===== src/logic/dlxIsaPkg.sv =====
package dlxIsaPkg;

	// instruction field positions
	localparam int OPC_HI = 31;
	localparam int OPC_LO = 26;
	localparam int RS1_HI = 25;
	localparam int RS1_LO = 21;
	localparam int RS2_HI = 20;
	localparam int RS2_LO = 16;
	localparam int RD_HI = 15;
	localparam int RD_LO = 11;
	localparam int IMM_HI = 15;
	localparam int IMM_LO = 0;
	localparam int FUNC_HI = 5;
	localparam int FUNC_LO = 0;
	localparam int TARGET_HI = 25;
	localparam int TARGET_LO = 0;

	localparam logic [31:0] NOP_WORD = 32'h0000_0015;	// SPECIAL with func 0x15
	localparam logic [4:0] LINK_REG = 5'd31;

	typedef enum logic [5:0]
	{
		OP_SPECIAL = 6'h00,
		OP_J = 6'h02, OP_JAL = 6'h03,
		OP_BEQZ = 6'h04, OP_BNEZ = 6'h05,
		OP_ADDI = 6'h08, OP_ADDUI = 6'h09, OP_SUBI = 6'h0a, OP_SUBUI = 6'h0b,
		OP_ANDI = 6'h0c, OP_ORI = 6'h0d, OP_XORI = 6'h0e, OP_LHI = 6'h0f,
		OP_JR = 6'h12, OP_JALR = 6'h13,
		OP_SLLI = 6'h14, OP_SRLI = 6'h16, OP_SRAI = 6'h17,
		OP_SEQI = 6'h18, OP_SNEI = 6'h19, OP_SLTI = 6'h1a,
		OP_SGTI = 6'h1b, OP_SLEI = 6'h1c, OP_SGEI = 6'h1d,
		OP_LB = 6'h20, OP_LH = 6'h21, OP_LW = 6'h23,
		OP_LBU = 6'h24, OP_LHU = 6'h25,
		OP_SB = 6'h28, OP_SH = 6'h29, OP_SW = 6'h2b
	} opcodeT;

	// R-type function field
	typedef enum logic [5:0]
	{
		FN_SLL = 6'h04, FN_SRL = 6'h06, FN_SRA = 6'h07,
		FN_ADD = 6'h20, FN_ADDU = 6'h21, FN_SUB = 6'h22, FN_SUBU = 6'h23,
		FN_AND = 6'h24, FN_OR = 6'h25, FN_XOR = 6'h26,
		FN_SEQ = 6'h28, FN_SNE = 6'h29, FN_SLT = 6'h2a,
		FN_SGT = 6'h2b, FN_SLE = 6'h2c, FN_SGE = 6'h2d
	} funcT;

endpackage


===== src/logic/dlxCtrlPkg.sv =====
package dlxCtrlPkg;

	typedef enum logic [4:0]
	{
		ALU_ADD,
		ALU_SUB,
		ALU_AND,
		ALU_OR,
		ALU_XOR,
		ALU_SLL,
		ALU_SRL,
		ALU_SRA,
		ALU_SEQ,
		ALU_SNE,
		ALU_SLT,
		ALU_SGT,
		ALU_SLE,
		ALU_SGE,
		ALU_PASSB	// second operand straight through
	} aluOpT;

	// where EX takes an operand from
	typedef enum logic [1:0]
	{
		FWD_REGFILE = 2'd0,
		FWD_FROM_EXMEM = 2'd1,
		FWD_FROM_MEMWB = 2'd2
	} fwdSelT;

	typedef enum logic [1:0]
	{
		MEM_BYTE = 2'd0,
		MEM_HALF = 2'd1,
		MEM_WORD = 2'd2
	} memSizeT;

endpackage


===== src/logic/instrDecoder.sv =====
`timescale 1ns/1ps

module instrDecoder
(
	input  logic [31:0]         instr,
	output logic [4:0]          rS1,
	output logic [4:0]          rS2,
	output logic [4:0]          dest,
	output logic [31:0]         imm32,
	output logic [25:0]         jumpTarget,
	output dlxCtrlPkg::aluOpT   aluOp,
	output dlxCtrlPkg::memSizeT memSize,
	output logic                aluSrcImm,
	output logic                usesRs1,
	output logic                usesRs2,
	output logic                regWr,
	output logic                memRd,
	output logic                memWr,
	output logic                memSigned,
	output logic                loadHigh,
	output logic                link,
	output logic                branchEqz,
	output logic                branchNez,
	output logic                jump,
	output logic                jumpReg,
	output logic                illegal
);

	dlxIsaPkg::opcodeT opcode;
	dlxIsaPkg::funcT   func;
	logic [4:0]        rD;
	logic [15:0]       imm16;
	logic              zeroExt;
	logic              immAlu;	// reg-imm ALU form
	logic              isLoad;
	logic              isStore;

	assign opcode = dlxIsaPkg::opcodeT'(instr[dlxIsaPkg::OPC_HI:dlxIsaPkg::OPC_LO]);
	assign func = dlxIsaPkg::funcT'(instr[dlxIsaPkg::FUNC_HI:dlxIsaPkg::FUNC_LO]);
	assign rS1 = instr[dlxIsaPkg::RS1_HI:dlxIsaPkg::RS1_LO];
	assign rS2 = instr[dlxIsaPkg::RS2_HI:dlxIsaPkg::RS2_LO];
	assign rD = instr[dlxIsaPkg::RD_HI:dlxIsaPkg::RD_LO];
	assign imm16 = instr[dlxIsaPkg::IMM_HI:dlxIsaPkg::IMM_LO];
	assign jumpTarget = instr[dlxIsaPkg::TARGET_HI:dlxIsaPkg::TARGET_LO];
	assign imm32 = zeroExt ? {16'h0000, imm16} : {{16{imm16[15]}}, imm16};

	always_comb
	begin
		dest = 5'd0;
		aluOp = dlxCtrlPkg::ALU_PASSB;
		memSize = dlxCtrlPkg::MEM_WORD;
		aluSrcImm = 1'b0;
		usesRs1 = 1'b0;
		usesRs2 = 1'b0;
		regWr = 1'b0;
		memRd = 1'b0;
		memWr = 1'b0;
		memSigned = 1'b0;
		loadHigh = 1'b0;
		link = 1'b0;
		branchEqz = 1'b0;
		branchNez = 1'b0;
		jump = 1'b0;
		jumpReg = 1'b0;
		illegal = 1'b0;
		zeroExt = 1'b0;
		immAlu = 1'b0;
		isLoad = 1'b0;
		isStore = 1'b0;

		case (opcode)
			dlxIsaPkg::OP_SPECIAL:
			begin
				if (instr != dlxIsaPkg::NOP_WORD)	// nop falls through with no writes
				begin
					usesRs1 = 1'b1;
					usesRs2 = 1'b1;
					regWr = 1'b1;
					dest = rD;
					case (func)
						dlxIsaPkg::FN_ADD, dlxIsaPkg::FN_ADDU: aluOp = dlxCtrlPkg::ALU_ADD;
						dlxIsaPkg::FN_SUB, dlxIsaPkg::FN_SUBU: aluOp = dlxCtrlPkg::ALU_SUB;
						dlxIsaPkg::FN_AND: aluOp = dlxCtrlPkg::ALU_AND;
						dlxIsaPkg::FN_OR: aluOp = dlxCtrlPkg::ALU_OR;
						dlxIsaPkg::FN_XOR: aluOp = dlxCtrlPkg::ALU_XOR;
						dlxIsaPkg::FN_SLL: aluOp = dlxCtrlPkg::ALU_SLL;
						dlxIsaPkg::FN_SRL: aluOp = dlxCtrlPkg::ALU_SRL;
						dlxIsaPkg::FN_SRA: aluOp = dlxCtrlPkg::ALU_SRA;
						dlxIsaPkg::FN_SEQ: aluOp = dlxCtrlPkg::ALU_SEQ;
						dlxIsaPkg::FN_SNE: aluOp = dlxCtrlPkg::ALU_SNE;
						dlxIsaPkg::FN_SLT: aluOp = dlxCtrlPkg::ALU_SLT;
						dlxIsaPkg::FN_SGT: aluOp = dlxCtrlPkg::ALU_SGT;
						dlxIsaPkg::FN_SLE: aluOp = dlxCtrlPkg::ALU_SLE;
						dlxIsaPkg::FN_SGE: aluOp = dlxCtrlPkg::ALU_SGE;
						default:
						begin
							usesRs1 = 1'b0;
							usesRs2 = 1'b0;
							regWr = 1'b0;
							dest = 5'd0;
							illegal = 1'b1;
						end
					endcase
				end
			end
			dlxIsaPkg::OP_ADDI, dlxIsaPkg::OP_ADDUI:
			begin
				immAlu = 1'b1;
				aluOp = dlxCtrlPkg::ALU_ADD;
			end
			dlxIsaPkg::OP_SUBI, dlxIsaPkg::OP_SUBUI:
			begin
				immAlu = 1'b1;
				aluOp = dlxCtrlPkg::ALU_SUB;
			end
			dlxIsaPkg::OP_ANDI:
			begin
				immAlu = 1'b1;
				zeroExt = 1'b1;
				aluOp = dlxCtrlPkg::ALU_AND;
			end
			dlxIsaPkg::OP_ORI:
			begin
				immAlu = 1'b1;
				zeroExt = 1'b1;
				aluOp = dlxCtrlPkg::ALU_OR;
			end
			dlxIsaPkg::OP_XORI:
			begin
				immAlu = 1'b1;
				zeroExt = 1'b1;
				aluOp = dlxCtrlPkg::ALU_XOR;
			end
			dlxIsaPkg::OP_SLLI:
			begin
				immAlu = 1'b1;
				aluOp = dlxCtrlPkg::ALU_SLL;
			end
			dlxIsaPkg::OP_SRLI:
			begin
				immAlu = 1'b1;
				aluOp = dlxCtrlPkg::ALU_SRL;
			end
			dlxIsaPkg::OP_SRAI:
			begin
				immAlu = 1'b1;
				aluOp = dlxCtrlPkg::ALU_SRA;
			end
			dlxIsaPkg::OP_SEQI:
			begin
				immAlu = 1'b1;
				aluOp = dlxCtrlPkg::ALU_SEQ;
			end
			dlxIsaPkg::OP_SNEI:
			begin
				immAlu = 1'b1;
				aluOp = dlxCtrlPkg::ALU_SNE;
			end
			dlxIsaPkg::OP_SLTI:
			begin
				immAlu = 1'b1;
				aluOp = dlxCtrlPkg::ALU_SLT;
			end
			dlxIsaPkg::OP_SGTI:
			begin
				immAlu = 1'b1;
				aluOp = dlxCtrlPkg::ALU_SGT;
			end
			dlxIsaPkg::OP_SLEI:
			begin
				immAlu = 1'b1;
				aluOp = dlxCtrlPkg::ALU_SLE;
			end
			dlxIsaPkg::OP_SGEI:
			begin
				immAlu = 1'b1;
				aluOp = dlxCtrlPkg::ALU_SGE;
			end
			dlxIsaPkg::OP_LHI:
			begin
				regWr = 1'b1;
				dest = rS2;
				aluSrcImm = 1'b1;
				loadHigh = 1'b1;	// EX shifts imm into upper half
			end
			dlxIsaPkg::OP_LB, dlxIsaPkg::OP_LH, dlxIsaPkg::OP_LW:
			begin
				isLoad = 1'b1;
				memSigned = 1'b1;
			end
			dlxIsaPkg::OP_LBU, dlxIsaPkg::OP_LHU:
			begin
				isLoad = 1'b1;
				zeroExt = 1'b1;
			end
			dlxIsaPkg::OP_SB, dlxIsaPkg::OP_SH, dlxIsaPkg::OP_SW:
			begin
				isStore = 1'b1;
			end
			dlxIsaPkg::OP_BEQZ:
			begin
				usesRs1 = 1'b1;
				branchEqz = 1'b1;
			end
			dlxIsaPkg::OP_BNEZ:
			begin
				usesRs1 = 1'b1;
				branchNez = 1'b1;
			end
			dlxIsaPkg::OP_J:
			begin
				jump = 1'b1;
			end
			dlxIsaPkg::OP_JAL:
			begin
				jump = 1'b1;
				link = 1'b1;
				regWr = 1'b1;
				dest = dlxIsaPkg::LINK_REG;
			end
			dlxIsaPkg::OP_JR:
			begin
				usesRs1 = 1'b1;
				jump = 1'b1;
				jumpReg = 1'b1;
			end
			dlxIsaPkg::OP_JALR:
			begin
				usesRs1 = 1'b1;
				jump = 1'b1;
				jumpReg = 1'b1;
				link = 1'b1;
				regWr = 1'b1;
				dest = dlxIsaPkg::LINK_REG;
			end
			default: illegal = 1'b1;
		endcase

		if (immAlu || isLoad)	// both write rS2
		begin
			aluSrcImm = 1'b1;
			usesRs1 = 1'b1;
			regWr = 1'b1;
			dest = rS2;
		end
		if (isLoad || isStore)
		begin
			aluSrcImm = 1'b1;
			usesRs1 = 1'b1;
			aluOp = dlxCtrlPkg::ALU_ADD;	// base plus offset
			case (opcode)
				dlxIsaPkg::OP_LB, dlxIsaPkg::OP_LBU, dlxIsaPkg::OP_SB: memSize = dlxCtrlPkg::MEM_BYTE;
				dlxIsaPkg::OP_LH, dlxIsaPkg::OP_LHU, dlxIsaPkg::OP_SH: memSize = dlxCtrlPkg::MEM_HALF;
				default: memSize = dlxCtrlPkg::MEM_WORD;
			endcase
		end
		memRd = isLoad;
		if (isStore)
		begin
			usesRs2 = 1'b1;	// store data
			memWr = 1'b1;
		end
	end

endmodule


===== src/logic/hazardUnit.sv =====
`timescale 1ns/1ps

module hazardUnit
(
	input  logic               clk,
	input  logic               rst,
	input  logic               instrValid,
	input  logic [4:0]         rS1,
	input  logic [4:0]         rS2,
	input  logic [4:0]         dest,
	input  logic               usesRs1,
	input  logic               usesRs2,
	input  logic               regWr,
	input  logic               memRd,
	output dlxCtrlPkg::fwdSelT fwdA,
	output dlxCtrlPkg::fwdSelT fwdB,
	output logic               stall
);

	logic [4:0] dest1;	// previous issued instruction
	logic [4:0] dest2;	// the one before that
	logic       wr1;
	logic       wr2;
	logic       load1;
	logic       issue;

	function automatic logic srcHit(input logic [4:0] src, input logic used,
		input logic [4:0] histDest, input logic histWr);
		srcHit = used && histWr && (src != 5'd0) && (src == histDest);
	endfunction

	function automatic dlxCtrlPkg::fwdSelT pickFwd(input logic hitNear, input logic hitFar);
		if (hitNear)
			pickFwd = dlxCtrlPkg::FWD_FROM_EXMEM;
		else if (hitFar)
			pickFwd = dlxCtrlPkg::FWD_FROM_MEMWB;
		else
			pickFwd = dlxCtrlPkg::FWD_REGFILE;
	endfunction

	assign fwdA = pickFwd(srcHit(rS1, usesRs1, dest1, wr1), srcHit(rS1, usesRs1, dest2, wr2));
	assign fwdB = pickFwd(srcHit(rS2, usesRs2, dest1, wr1), srcHit(rS2, usesRs2, dest2, wr2));

	// load result not ready for the very next instruction
	assign stall = instrValid && load1 &&
		(srcHit(rS1, usesRs1, dest1, wr1) || srcHit(rS2, usesRs2, dest1, wr1));

	assign issue = instrValid && !stall;

	always_ff @(posedge clk)
	begin
		if (rst)
		begin
			wr1 <= 1'b0;
			wr2 <= 1'b0;
			load1 <= 1'b0;
		end
		else
		begin
			wr1 <= issue && regWr;	// bubble has no write
			load1 <= issue && memRd;
			wr2 <= wr1;
		end
	end

	always_ff @(posedge clk)
	begin
		dest1 <= dest;
		dest2 <= dest1;
	end

endmodule


===== src/logic/idExRegister.sv =====
`timescale 1ns/1ps

module idExRegister
(
	input  logic                clk,
	input  logic                rst,
	input  logic                instrValid,
	input  logic                stall,
	input  logic [4:0]          rS1,
	input  logic [4:0]          rS2,
	input  logic [4:0]          dest,
	input  logic [31:0]         imm32,
	input  logic [25:0]         jumpTarget,
	input  dlxCtrlPkg::aluOpT   aluOp,
	input  dlxCtrlPkg::memSizeT memSize,
	input  logic                aluSrcImm,
	input  logic                regWr,
	input  logic                memRd,
	input  logic                memWr,
	input  logic                memSigned,
	input  logic                loadHigh,
	input  logic                link,
	input  logic                branchEqz,
	input  logic                branchNez,
	input  logic                jump,
	input  logic                jumpReg,
	input  logic                illegal,
	input  dlxCtrlPkg::fwdSelT  fwdA,
	input  dlxCtrlPkg::fwdSelT  fwdB,
	output logic [4:0]          exRS1,
	output logic [4:0]          exRS2,
	output logic [4:0]          exDest,
	output logic [31:0]         exImm32,
	output logic [25:0]         exJumpTarget,
	output dlxCtrlPkg::aluOpT   exAluOp,
	output dlxCtrlPkg::memSizeT exMemSize,
	output logic                exAluSrcImm,
	output logic                exRegWr,
	output logic                exMemRd,
	output logic                exMemWr,
	output logic                exMemSigned,
	output logic                exLoadHigh,
	output logic                exLink,
	output logic                exBranchEqz,
	output logic                exBranchNez,
	output logic                exJump,
	output logic                exJumpReg,
	output logic                exIllegal,
	output dlxCtrlPkg::fwdSelT  exFwdA,
	output dlxCtrlPkg::fwdSelT  exFwdB
);

	logic bubble;

	assign bubble = !instrValid || stall;

	always_ff @(posedge clk)
	begin
		if (rst || bubble)	// reset state is a bubble too
		begin
			exRegWr <= 1'b0;
			exMemRd <= 1'b0;
			exMemWr <= 1'b0;
			exLink <= 1'b0;
			exBranchEqz <= 1'b0;
			exBranchNez <= 1'b0;
			exJump <= 1'b0;
			exJumpReg <= 1'b0;
			exIllegal <= 1'b0;
			exAluOp <= dlxCtrlPkg::ALU_PASSB;
			exFwdA <= dlxCtrlPkg::FWD_REGFILE;
			exFwdB <= dlxCtrlPkg::FWD_REGFILE;
		end
		else
		begin
			exRegWr <= regWr;
			exMemRd <= memRd;
			exMemWr <= memWr;
			exLink <= link;
			exBranchEqz <= branchEqz;
			exBranchNez <= branchNez;
			exJump <= jump;
			exJumpReg <= jumpReg;
			exIllegal <= illegal;
			exAluOp <= aluOp;
			exFwdA <= fwdA;
			exFwdB <= fwdB;
		end
	end

	// datapath fields, only meaningful alongside the controls
	always_ff @(posedge clk)
	begin
		exRS1 <= rS1;
		exRS2 <= rS2;
		exDest <= dest;
		exImm32 <= imm32;
		exJumpTarget <= jumpTarget;
		exMemSize <= memSize;
		exAluSrcImm <= aluSrcImm;
		exMemSigned <= memSigned;
		exLoadHigh <= loadHigh;
	end

endmodule


===== src/logic/dlxDecodeStage.sv =====
`timescale 1ns/1ps

module dlxDecodeStage
(
	input  logic                clk,
	input  logic                rst,
	input  logic [31:0]         instr,
	input  logic                instrValid,
	output logic                stall,
	output logic [4:0]          exRS1,
	output logic [4:0]          exRS2,
	output logic [4:0]          exDest,
	output logic [31:0]         exImm32,
	output logic [25:0]         exJumpTarget,
	output dlxCtrlPkg::aluOpT   exAluOp,
	output dlxCtrlPkg::memSizeT exMemSize,
	output logic                exAluSrcImm,
	output logic                exRegWr,
	output logic                exMemRd,
	output logic                exMemWr,
	output logic                exMemSigned,
	output logic                exLoadHigh,
	output logic                exLink,
	output logic                exBranchEqz,
	output logic                exBranchNez,
	output logic                exJump,
	output logic                exJumpReg,
	output logic                exIllegal,
	output dlxCtrlPkg::fwdSelT  exFwdA,
	output dlxCtrlPkg::fwdSelT  exFwdB
);

	logic [4:0]          rS1;
	logic [4:0]          rS2;
	logic [4:0]          dest;
	logic [31:0]         imm32;
	logic [25:0]         jumpTarget;
	dlxCtrlPkg::aluOpT   aluOp;
	dlxCtrlPkg::memSizeT memSize;
	logic                aluSrcImm;
	logic                usesRs1;
	logic                usesRs2;
	logic                regWr;
	logic                memRd;
	logic                memWr;
	logic                memSigned;
	logic                loadHigh;
	logic                link;
	logic                branchEqz;
	logic                branchNez;
	logic                jump;
	logic                jumpReg;
	logic                illegal;
	dlxCtrlPkg::fwdSelT  fwdA;
	dlxCtrlPkg::fwdSelT  fwdB;

	instrDecoder instrDecoder_inst
	(
		.instr(instr),
		.rS1(rS1),
		.rS2(rS2),
		.dest(dest),
		.imm32(imm32),
		.jumpTarget(jumpTarget),
		.aluOp(aluOp),
		.memSize(memSize),
		.aluSrcImm(aluSrcImm),
		.usesRs1(usesRs1),
		.usesRs2(usesRs2),
		.regWr(regWr),
		.memRd(memRd),
		.memWr(memWr),
		.memSigned(memSigned),
		.loadHigh(loadHigh),
		.link(link),
		.branchEqz(branchEqz),
		.branchNez(branchNez),
		.jump(jump),
		.jumpReg(jumpReg),
		.illegal(illegal)
	);

	hazardUnit hazardUnit_inst
	(
		.clk(clk),
		.rst(rst),
		.instrValid(instrValid),
		.rS1(rS1),
		.rS2(rS2),
		.dest(dest),
		.usesRs1(usesRs1),
		.usesRs2(usesRs2),
		.regWr(regWr),
		.memRd(memRd),
		.fwdA(fwdA),
		.fwdB(fwdB),
		.stall(stall)
	);

	idExRegister idExRegister_inst
	(
		.clk(clk),
		.rst(rst),
		.instrValid(instrValid),
		.stall(stall),
		.rS1(rS1),
		.rS2(rS2),
		.dest(dest),
		.imm32(imm32),
		.jumpTarget(jumpTarget),
		.aluOp(aluOp),
		.memSize(memSize),
		.aluSrcImm(aluSrcImm),
		.regWr(regWr),
		.memRd(memRd),
		.memWr(memWr),
		.memSigned(memSigned),
		.loadHigh(loadHigh),
		.link(link),
		.branchEqz(branchEqz),
		.branchNez(branchNez),
		.jump(jump),
		.jumpReg(jumpReg),
		.illegal(illegal),
		.fwdA(fwdA),
		.fwdB(fwdB),
		.exRS1(exRS1),
		.exRS2(exRS2),
		.exDest(exDest),
		.exImm32(exImm32),
		.exJumpTarget(exJumpTarget),
		.exAluOp(exAluOp),
		.exMemSize(exMemSize),
		.exAluSrcImm(exAluSrcImm),
		.exRegWr(exRegWr),
		.exMemRd(exMemRd),
		.exMemWr(exMemWr),
		.exMemSigned(exMemSigned),
		.exLoadHigh(exLoadHigh),
		.exLink(exLink),
		.exBranchEqz(exBranchEqz),
		.exBranchNez(exBranchNez),
		.exJump(exJump),
		.exJumpReg(exJumpReg),
		.exIllegal(exIllegal),
		.exFwdA(exFwdA),
		.exFwdB(exFwdB)
	);

endmodule


===== config.mk =====
export PLATFORM = sky130hd
export DESIGN_NAME = dlxDecodeStage
export DESIGN_NICKNAME = d
export VERILOG_FILES = /design/src/logic/dlxIsaPkg.sv /design/src/logic/dlxCtrlPkg.sv /design/src/logic/instrDecoder.sv /design/src/logic/hazardUnit.sv /design/src/logic/idExRegister.sv /design/src/logic/dlxDecodeStage.sv
export SDC_FILE = /design/constraint.sdc
export NUM_CORES = 1
export LEC_CHECK = 0
export BUFFER_PORTS_ARGS = -buffer_cell sky130_fd_sc_hd__buf_2
export CORE_MARGIN = 5
export CORE_UTILIZATION = 42
export CTS_BUF_LIST = sky130_fd_sc_hd__clkbuf_16
export CTS_CLUSTER_DIAMETER = 60
export DETAILED_ROUTE_END_ITERATION = 6
export PLACE_DENSITY_LB_ADDON = 0.2
export SYNTH_ARGS = -nofsm -noshare
export SYNTH_HDL_FRONTEND = slang
export SYNTH_SLANG_ARGS = --single-unit

===== constraint.sdc =====
create_clock -name clk -period 1.9 [get_ports clk]
set_clock_uncertainty 0.1 [all_clocks]
set_input_delay 0.19 -clock clk [delete_from_list [all_inputs] [get_ports clk]]
set_output_delay 0.19 -clock clk [all_outputs]
set_load 0.005 [all_outputs]

Yosys cells after proc, flatten, opt, wreduce, memory -nomap -nowiden
Cells that the tools add are included.

operators by class
  multiplexer cells = 37
  eq/ne operators = 52
  reductions and logical operators = 49

operator list
  kind                   number
  $eq A6 B6 Y1 const B   21
  $pmux W5 S15           1
  $eq A6 B5 Y1 const B   11
  $pmux W4 S14           1
  $eq A6 B4 Y1 const B   8
  $ne A32 B5 Y1 const B  1
  $reduce_or A16 Y1      2
  $reduce_or A31 Y1      1
  $eq A6 B3 Y1 const B   5
  $mux W1                23
  $eq A5 B5 Y1           4
  $mux W5                4
  $reduce_or A2 Y1       10
  $logic_and A1 B1 Y1    17
  $pmux W5 S3            1
  $reduce_or A3 Y1       5
  $eq A6 B2 Y1 const B   2
  $reduce_bool A5 Y1     2
  $reduce_or A5 Y1       2
  $reduce_or A4 Y1       2
  $logic_not A6 Y1       1
  $pmux W1 S2            3
  $logic_or A1 B1 Y1     5
  $mux W2                2
  3 further kinds        4

storage, ports and cells
  logic and storage cells = 167
  output and inout bits = 97
  bits of input ports = 35
  register bits = 89

Longest topological paths before layout
Gate-level depths: netlist of run 1.

  word-level depth = 15
  depth in mapped cells = 7

Cells and area by module
From an unflattened synthesis of run 1, not the netlist that was laid out.

unflattened totals
  cells, all modules = 390
  area total of the unflattened synthesis = 4,108.9 sq um

modules (own cells, without submodules)
  module        sequential area each (sq um)  times used  cells an instance  area each (sq um)
  idExRegister  1,921.8                       1           117                2,129.5
  instrDecoder  0.0                           1           217                1,402.6
  hazardUnit    260.2                         1           56                 576.8

Worst setup path after synthesis of run 1
Ideal clock, no wire load.

  path type = input port to flip-flop
  start point = in instr[2]
  end point = reg idExRegister_inst.exAluOp[1]
  required time = 1,680 ps
  stages = 6
  setup slack = 40 ps
  arrival time = 1,641 ps
  path through = buf_2 > or4b_1 > a21oi_1 > o21ai_1 > a2111o_1 > a211o_1

on the way
  longest elaborated chain between the ends = 14

RTL lines
  element                                       RTL line             text
  from (decl)                                   dlxDecodeStage.sv:7  input logic [31:0] instr,
  $eq A6 B6 Y1 or $eq A6 B3 Y1 (tied branches)  instrDecoder.sv:80   case (func)
  $reduce_or A16 Y1 (no source line)            -
  $mux W1                                       instrDecoder.sv:80
  $mux W1                                       instrDecoder.sv:74   if (instr != dlxIsaPkg::NOP_WORD)
  $pmux W1 S2                                   instrDecoder.sv:71   case (opcode)
  $mux W1                                       instrDecoder.sv:239  if (immAlu || isLoad)
  $mux W1                                       instrDecoder.sv:246  if (isLoad || isStore)
  $logic_and A1 B1 Y1 (3 in a row)              hazardUnit.sv:29     srcHit = used && histWr && (src != 5'd0) && (src == histDest);
  $logic_or A1 B1 Y1                            hazardUnit.sv:46     (srcHit(rS1, usesRs1, dest1, wr1) || srcHit(rS2, usesRs2, dest1, wr1));
  $logic_and A1 B1 Y1                           hazardUnit.sv:45     assign stall = instrValid && load1 &&
  $logic_or A1 B1 Y1                            idExRegister.sv:55   assign bubble = !instrValid || stall;
  $logic_or A1 B1 Y1                            idExRegister.sv:59   if (rst || bubble)
  to (signal assigned)                          idExRegister.sv:70   exAluOp <= dlxCtrlPkg::ALU_PASSB;
  to (signal assigned)                          idExRegister.sv:85   exAluOp <= aluOp;
  to (decl)                                     idExRegister.sv:35   output dlxCtrlPkg::aluOpT exAluOp,

Several ways; a longest one is shown, not always the timed one.
A chain may end at the register's enable or synchronous reset.

==> qor.csv, run 1 <==
metric;value;unit
status;finished, violations left;
violations in the final reports;negative setup slack;
VDD IR-drop max;0.485;mV
Post-Synth Simple-Gate Area;19.1;%
dominant cell type by area after synthesis;dfxtp_1;
Seq/Total Area, Yosys;42.6;%
CTS Buf Count;9;
Crit Path Max Fanout;3;
Post-Synth Adder-Cell Area;0;%
top cells by area, synth;dfxtp_1, buf_4, xnor2_1;
switching share of total power;25.7;%
Synth Area in Compound Gates;17.1;%
Post-Synthesis Net Count;347;
Pins Over Slew Limit;0;
Yosys Warn Count;0;
Worst EP required;1.61;ns
number of synthesized flops with an enable pin;0;
H-tree Lvls;3;
Reg clk slew, reported paths;0.05;ns
post-synthesis cell type count;57;
via count;2849;
total congestion overflow;0;
Die Footprint;8690;um^2
Clock Tree Buf Depth;2;
Synth Area in XOR/XNOR;6.62;%
ys async rst share;0;%
Final Wtd Congestion;0.872;
register share of total power;40.9;%
Detail Route Antenna Nets;0;
DRT Pass-1 Iters;4;
Synth Instances;312;
clock share of power;42.2;%
clock root cell;clkbuf_16;
nets;517;
initial core utilization;43.1;%
Crit Path Category;reg -> out;
Finished Core Util;64.0;%
Layout Cells excl Fill;567;
Min-Delay Path Class;in -> reg;
height of the die;93.2;um
RSZ-0062 raised after global routing;yes;
Comb power frac;16.9;%
routed wire length;8590;um
hold_ws;0.0209;ns
first-pass GRT wire length;13500;um
most common cell in the netlist;dfxtp_1;
Skew-Pair Late Insertion Delay;0.32;ns
DP Wirelength;6350;um
min cycle time layout;2.25;ns
CP arrival;1.96;ns
static leakage;2.05;nW
startpoint types;flip-flop;
antenna diode count;0;
PD cells;793;nW/um^2
Worst Setup Slack, final;-0.349;ns
main flop type after synthesis;dfxtp_1;
antenna violations before repair;0;
Rel. slew slack;58.7;%
Final setup viols;3;
WL/cell;15.1;um
GRT Util Overall;19.6;%
fillers;548;
Critical Path End Type;output port;
PortBufs;130;
Final Instance Area;4320;um^2
largest net degree at the start of global routing;17;
Fmax;445;MHz
vias in the first global route;2856;
Net Sw Power;0.882;mW
DRC Markers;0;
CTS tree;yes;
Sink Count;62;
Synth top cells by count;dfxtp_1, buf_4, xnor2_1;
DP Area;3720;um^2
Core Area;6760;um^2
largest family of logic cells by synthesized area;simple AND/OR/NAND/NOR gates;
post-synthesis mux area share;0;%
cell count after placement;524;
Post-Syn Area;2910;um^2
Hold Fails Final Rpt;0;
row count;30;
First DRT Iteration DRCs;81;
Avg Inst Size Synth;9.33;um^2
Worst Tran Pin Value;0.610;ns
total power;3.43;mW
P_int;2.55;mW
period utilization;118;%
num ports;132;
layout cell share with drive strength beyond 1;46.8;%
chip width;93.2;um
Max Cap Violations;0;
#FFs+latches synth;62;
post-DR vias/cell;5.02;
top-area cell type share of the netlist area;42.6;%
Area Overhead vs Synth;48.5;%
## power groups by stage
| stage | logic, mW | registers (mW) | clock network [mW] |
|---|---|---|---|
| CTS | 0.570 | 1.40 | 1.47 |
| finish | 0.580 | 1.40 | 1.45 |
| global placement | 0.508 | 1.43 | 0 |
| global route | 0.631 | 1.41 | 1.54 |
| floorplan | 0.277 | 1.44 | 0 |
| detailed placement | 0.510 | 1.43 | 0 |
## path summary, 6_finish.rpt
kind / start / end / depth (start not counted) / slack [ns]
setup / recovery: idExRegister_inst.exDest[0]$_DFF_P_ / stall / 6 / -0.35
hold / removal: instr[13] / idExRegister_inst.exDest[2]$_DFF_P_ / 2 / 0.02
setup reg to reg: idExRegister_inst.exDest[3]$_DFF_P_ / idExRegister_inst.exIllegal$_SDFF_PP0_ / 6 / -0.03
hold reg to reg: idExRegister_inst.exDest[3]$_DFF_P_ / hazardUnit_inst.dest2[3]$_DFF_P_ / 1 / 0.40
## placed cells by master (no fill, tap or decap), types with 4 or more instances in the layout
| cell | instances |
|---|---|
| buf_2 | 130 |
| buf_4 | 66 |
| dfxtp_1 | 57 |
| dlygate4sd3_1 | 21 |
| xnor2_1 | 15 |
| nor3_1 | 13 |
| nor2_1 | 12 |
| o21ai_0 | 12 |
| nor2b_1 | 11 |
| nand2_1 | 9 |
| clkbuf_16 | 9 |
| and3_1 | 8 |
| nand2b_1 | 8 |
| nand3_1 | 7 |
| inv_1 | 6 |
| a211oi_1 | 6 |
| a21oi_1 | 6 |
| o21a_1 | 5 |
| a221o_1 | 5 |
| nand4_1 | 5 |
| xor2_1 | 5 |
| dfxtp_2 | 5 |
| or4_1 | 4 |
## state kept, by name, indices dropped and copies added, names as in the netlist, 2 cells and up
signal and count:
idExRegister_inst.exFwdB 2, idExRegister_inst.exDest 5, idExRegister_inst.exMemSize 2, hazardUnit_inst.dest2 5, idExRegister_inst.exFwdA 2, idExRegister_inst.exAluOp 4, idExRegister_inst.exJumpTarget 24
## stage by stage
| step | setup TNS (ns) | worst slack (ns) |
|---|---|---|
| after floorplan | 0 | 0.0398 |
| after global placement | -0.694 | -0.0771 |
| after detailed placement | -1.05 | -0.109 |
| after CTS | -0.326 | -0.326 |
| after global routing | -1.37 | -0.456 |
| final | -0.390 | -0.349 |
## layer usage
metal / share of wire (%) / up-vias / GRT usage, % / wire, um
li1: - / 1419 / - / -
met1: 41 / 1314 / 22.4 / 3550
met2: 50 / 100 / 35.0 / 4290
met3: 6.4 / 16 / 4.34 / 551
met4: 2.2 / 0 / 8.30 / 192
met5: 0 / - / 0 / 0
## layout make-up
type,instances,area (um^2),share of cell area (%)
Tap cell,80,100,2.32
Clock buffer,9,225,5.21
Inverter,6,22.5,0.521
Clock inverter,7,41.3,0.955
Timing Repair Buffer,218,1380,31.8
Sequential cell,62,1250,28.9
Multi-Input combinational cell,185,1310,30.3
## logic make-up (layout without fill, tap and decap cells)
group           Yosys count  in the layout
compound gates           66             66
xor+xnor                 22             22
buf+inv                  65            240
flops                    62             62
other cells               1              1
simple gates             96             96
## critical path, cell delays in order (launching register included)
cell and delay (ns):
dfxtp_2 0.32, xnor2_1 0.19, nand4_1 0.15, or3_4 0.35, or3_4 0.36, a21oi_2 0.14, buf_2 0.13
## timing repair
item	4_1_cts	5_1_grt
gates cloned	0	0
pin swaps	5	4
gates resized for setup	9	5
endpoints found under the setup margin	16	17
buffers inserted	6	0
hold endpoints to repair	21	0
hold buffers	21	0
Power figures use the tool's default switching activity.
==> inputs of run 2 (changes only) <==
--- a/config.mk
+++ b/config.mk
@@ -11,7 +11,9 @@
 export CTS_BUF_LIST = sky130_fd_sc_hd__clkbuf_16
 export CTS_CLUSTER_DIAMETER = 60
 export DETAILED_ROUTE_END_ITERATION = 6
+export HOLD_SLACK_MARGIN = 0.06
 export PLACE_DENSITY_LB_ADDON = 0.2
+export SETUP_SLACK_MARGIN = 0.15
 export SYNTH_ARGS = -nofsm -noshare
 export SYNTH_HDL_FRONTEND = slang
 export SYNTH_SLANG_ARGS = --single-unit
==> qor.csv, run 2 (same netlist as run 1, synthesis figures left out) <==
metric;value;unit
Worst Tran Pin Value;0.502;ns
max FFs per register;24;
CTS tree;yes;
WL/cell;14.9;um
CTS Buf Count;9;
Pins Over Slew Limit;0;
Sink Count;62;
VDD IR-drop max;0.549;mV
initial core utilization;43.1;%
First DRT Iteration DRCs;78;
PortBufs;130;
antenna violations before repair;0;
status;finished, violations left;
H-tree Lvls;3;
Rel. slew slack;66.2;%
Clock Tree Buf Depth;2;
RSZ-0062 raised after global routing;yes;
PD cells;818;nW/um^2
DRT Pass-1 Iters;4;
DRC Markers;0;
Worst EP required;1.61;ns
antenna diode count;0;
clock root cell;clkbuf_16;
Final Wtd Congestion;0.869;
Layout Cells excl Fill;577;
largest net degree at the start of global routing;17;
GRT Util Overall;19.8;%
row count;30;
startpoint types;flip-flop;
violations in the final reports;negative setup slack;
Core Area;6760;um^2
vias in the first global route;2874;
Detail Route Antenna Nets;0;
Area Overhead vs Synth;54.5;%
M2 GR Usage;35.6;%
first-pass GRT wire length;13600;um
Worst Setup Slack, final;-0.316;ns
cell count after placement;528;
num ports;132;
Die Footprint;8690;um^2
Reg with most FFs;idExRegister_inst.exJumpTarget;
Fmax;451;MHz
gr busiest metal;met2;
Skew-Pair Late Insertion Delay;0.32;ns
period utilization;117;%
post-DR vias/cell;5.06;
height of the die;93.2;um
nets;527;
dpl ws;-0.0902;ns
setup_tns;-3.20;ns
Crit Path Category;reg -> out;
routed wire length;8610;um
Max Cap Violations;0;
most common library cell in the layout ignoring fill and taps;buf_2;
met1 usage;22.8;%
DP Wirelength;6210;um
commonest non-fill, non-tap cells in the layout;buf_2, buf_4, dfxtp_1;
Crit Path Max Fanout;3;
static leakage;2.12;nW
Min-Delay Path Class;in -> reg;
total congestion overflow;0;
Reg clk slew, reported paths;0.05;ns
via count;2922;
min cycle time layout;2.22;ns
CP arrival;1.93;ns
Critical Path End Type;output port;
layout cell share with drive strength beyond 1;48.5;%
chip width;93.2;um
routing usage on met3;4.18;%
Hold Fails Final Rpt;0;
biggest regs;idExRegister_inst.exJumpTarget: 24 flops, hazardUnit_inst.dest2: 5 flops, idExRegister_inst.exDest: 5 flops;
Final setup viols;19;
-- run 2: changes by cell type in the layout (fill, tap and decap cells not counted), moves of 5 or more --
cell           delta
dlygate4sd3_1     +6
buf_6             +5
nor3_1            -6
nor3_2            +6
-- run 2: critical path: stages, from the launching register on --
cell     delay [ns]
dfxtp_2        0.37
xnor2_2        0.12
nand2_1        0.10
or3_4          0.38
or3_4          0.39
a21oi_2        0.12
buf_2          0.12
-- run 2: final cells by class --
class	count	area, um^2
clock buffer	9	225
clock inverter	7	80.1
fill	567	2260
inverter	6	22.5
multi-input combinational	185	1340
sequential	62	1250
tap	80	100
timing repair buffer	228	1470
-- run 2: power breakdown --
group / leakage [nW] / internal, mW / switching (mW) / total (mW)
Sequential: 0.516 / 1.37 / 0.0398 / 1.41
Combinational: 1.45 / 0.320 / 0.262 / 0.582
Clock: 0.153 / 1.13 / 0.563 / 1.69
Total: 2.12 / 2.81 / 0.865 / 3.68
-- run 2: metal layers --
| layer | share of wire (%) | vias to the layer above |
|---|---|---|
| met5 | 0 | - |
| met4 | 1.7 | 0 |
| met3 | 5.5 | 12 |
| met2 | 51 | 95 |
| met1 | 42 | 1374 |
| li1 | - | 1441 |
-- run 2: metrics by stage --
step | power, mW | hold slack (ns) | cell area [um^2] | util (%)
2_1_floorplan | 1.72 | 0.118 | 2920 | -
3_3_place_gp | 1.93 | 0.204 | 3760 | 55.7
3_5_place_dp | 1.94 | 0.207 | 3760 | 55.7
4_1_cts | 3.67 | 0.0626 | 4420 | 65.5
5_1_grt | 3.82 | 0.0925 | 4500 | 66.5
6_report | 3.68 | 0.0758 | 4500 | 66.5
-- run 2: repair_timing --
action / in CTS / in global routing
gates resized for setup: 15 / 8
pin swaps: 16 / 4
endpoints found under the hold margin: 30 / 0
setup endpoints to repair: 19 / 20
buffers inserted: 2 / 4
hold buffers: 27 / 0
-- run 2: path summary, 6_finish.rpt --
kind | cells after the start | slack [ns] | start | to
setup / recovery | 6 | -0.32 | idExRegister_inst.exDest[3]$_DFF_P_ | stall
hold reg to reg | 1 | 0.40 | idExRegister_inst.exDest[4]$_DFF_P_ | hazardUnit_inst.dest2[4]$_DFF_P_
setup reg to reg | 8 | -0.20 | idExRegister_inst.exDest[2]$_DFF_P_ | idExRegister_inst.exLink$_SDFF_PP0_
hold / removal | 2 | 0.08 | instr[29] | idExRegister_inst.exMemSize[0]$_SDFF_PP0_
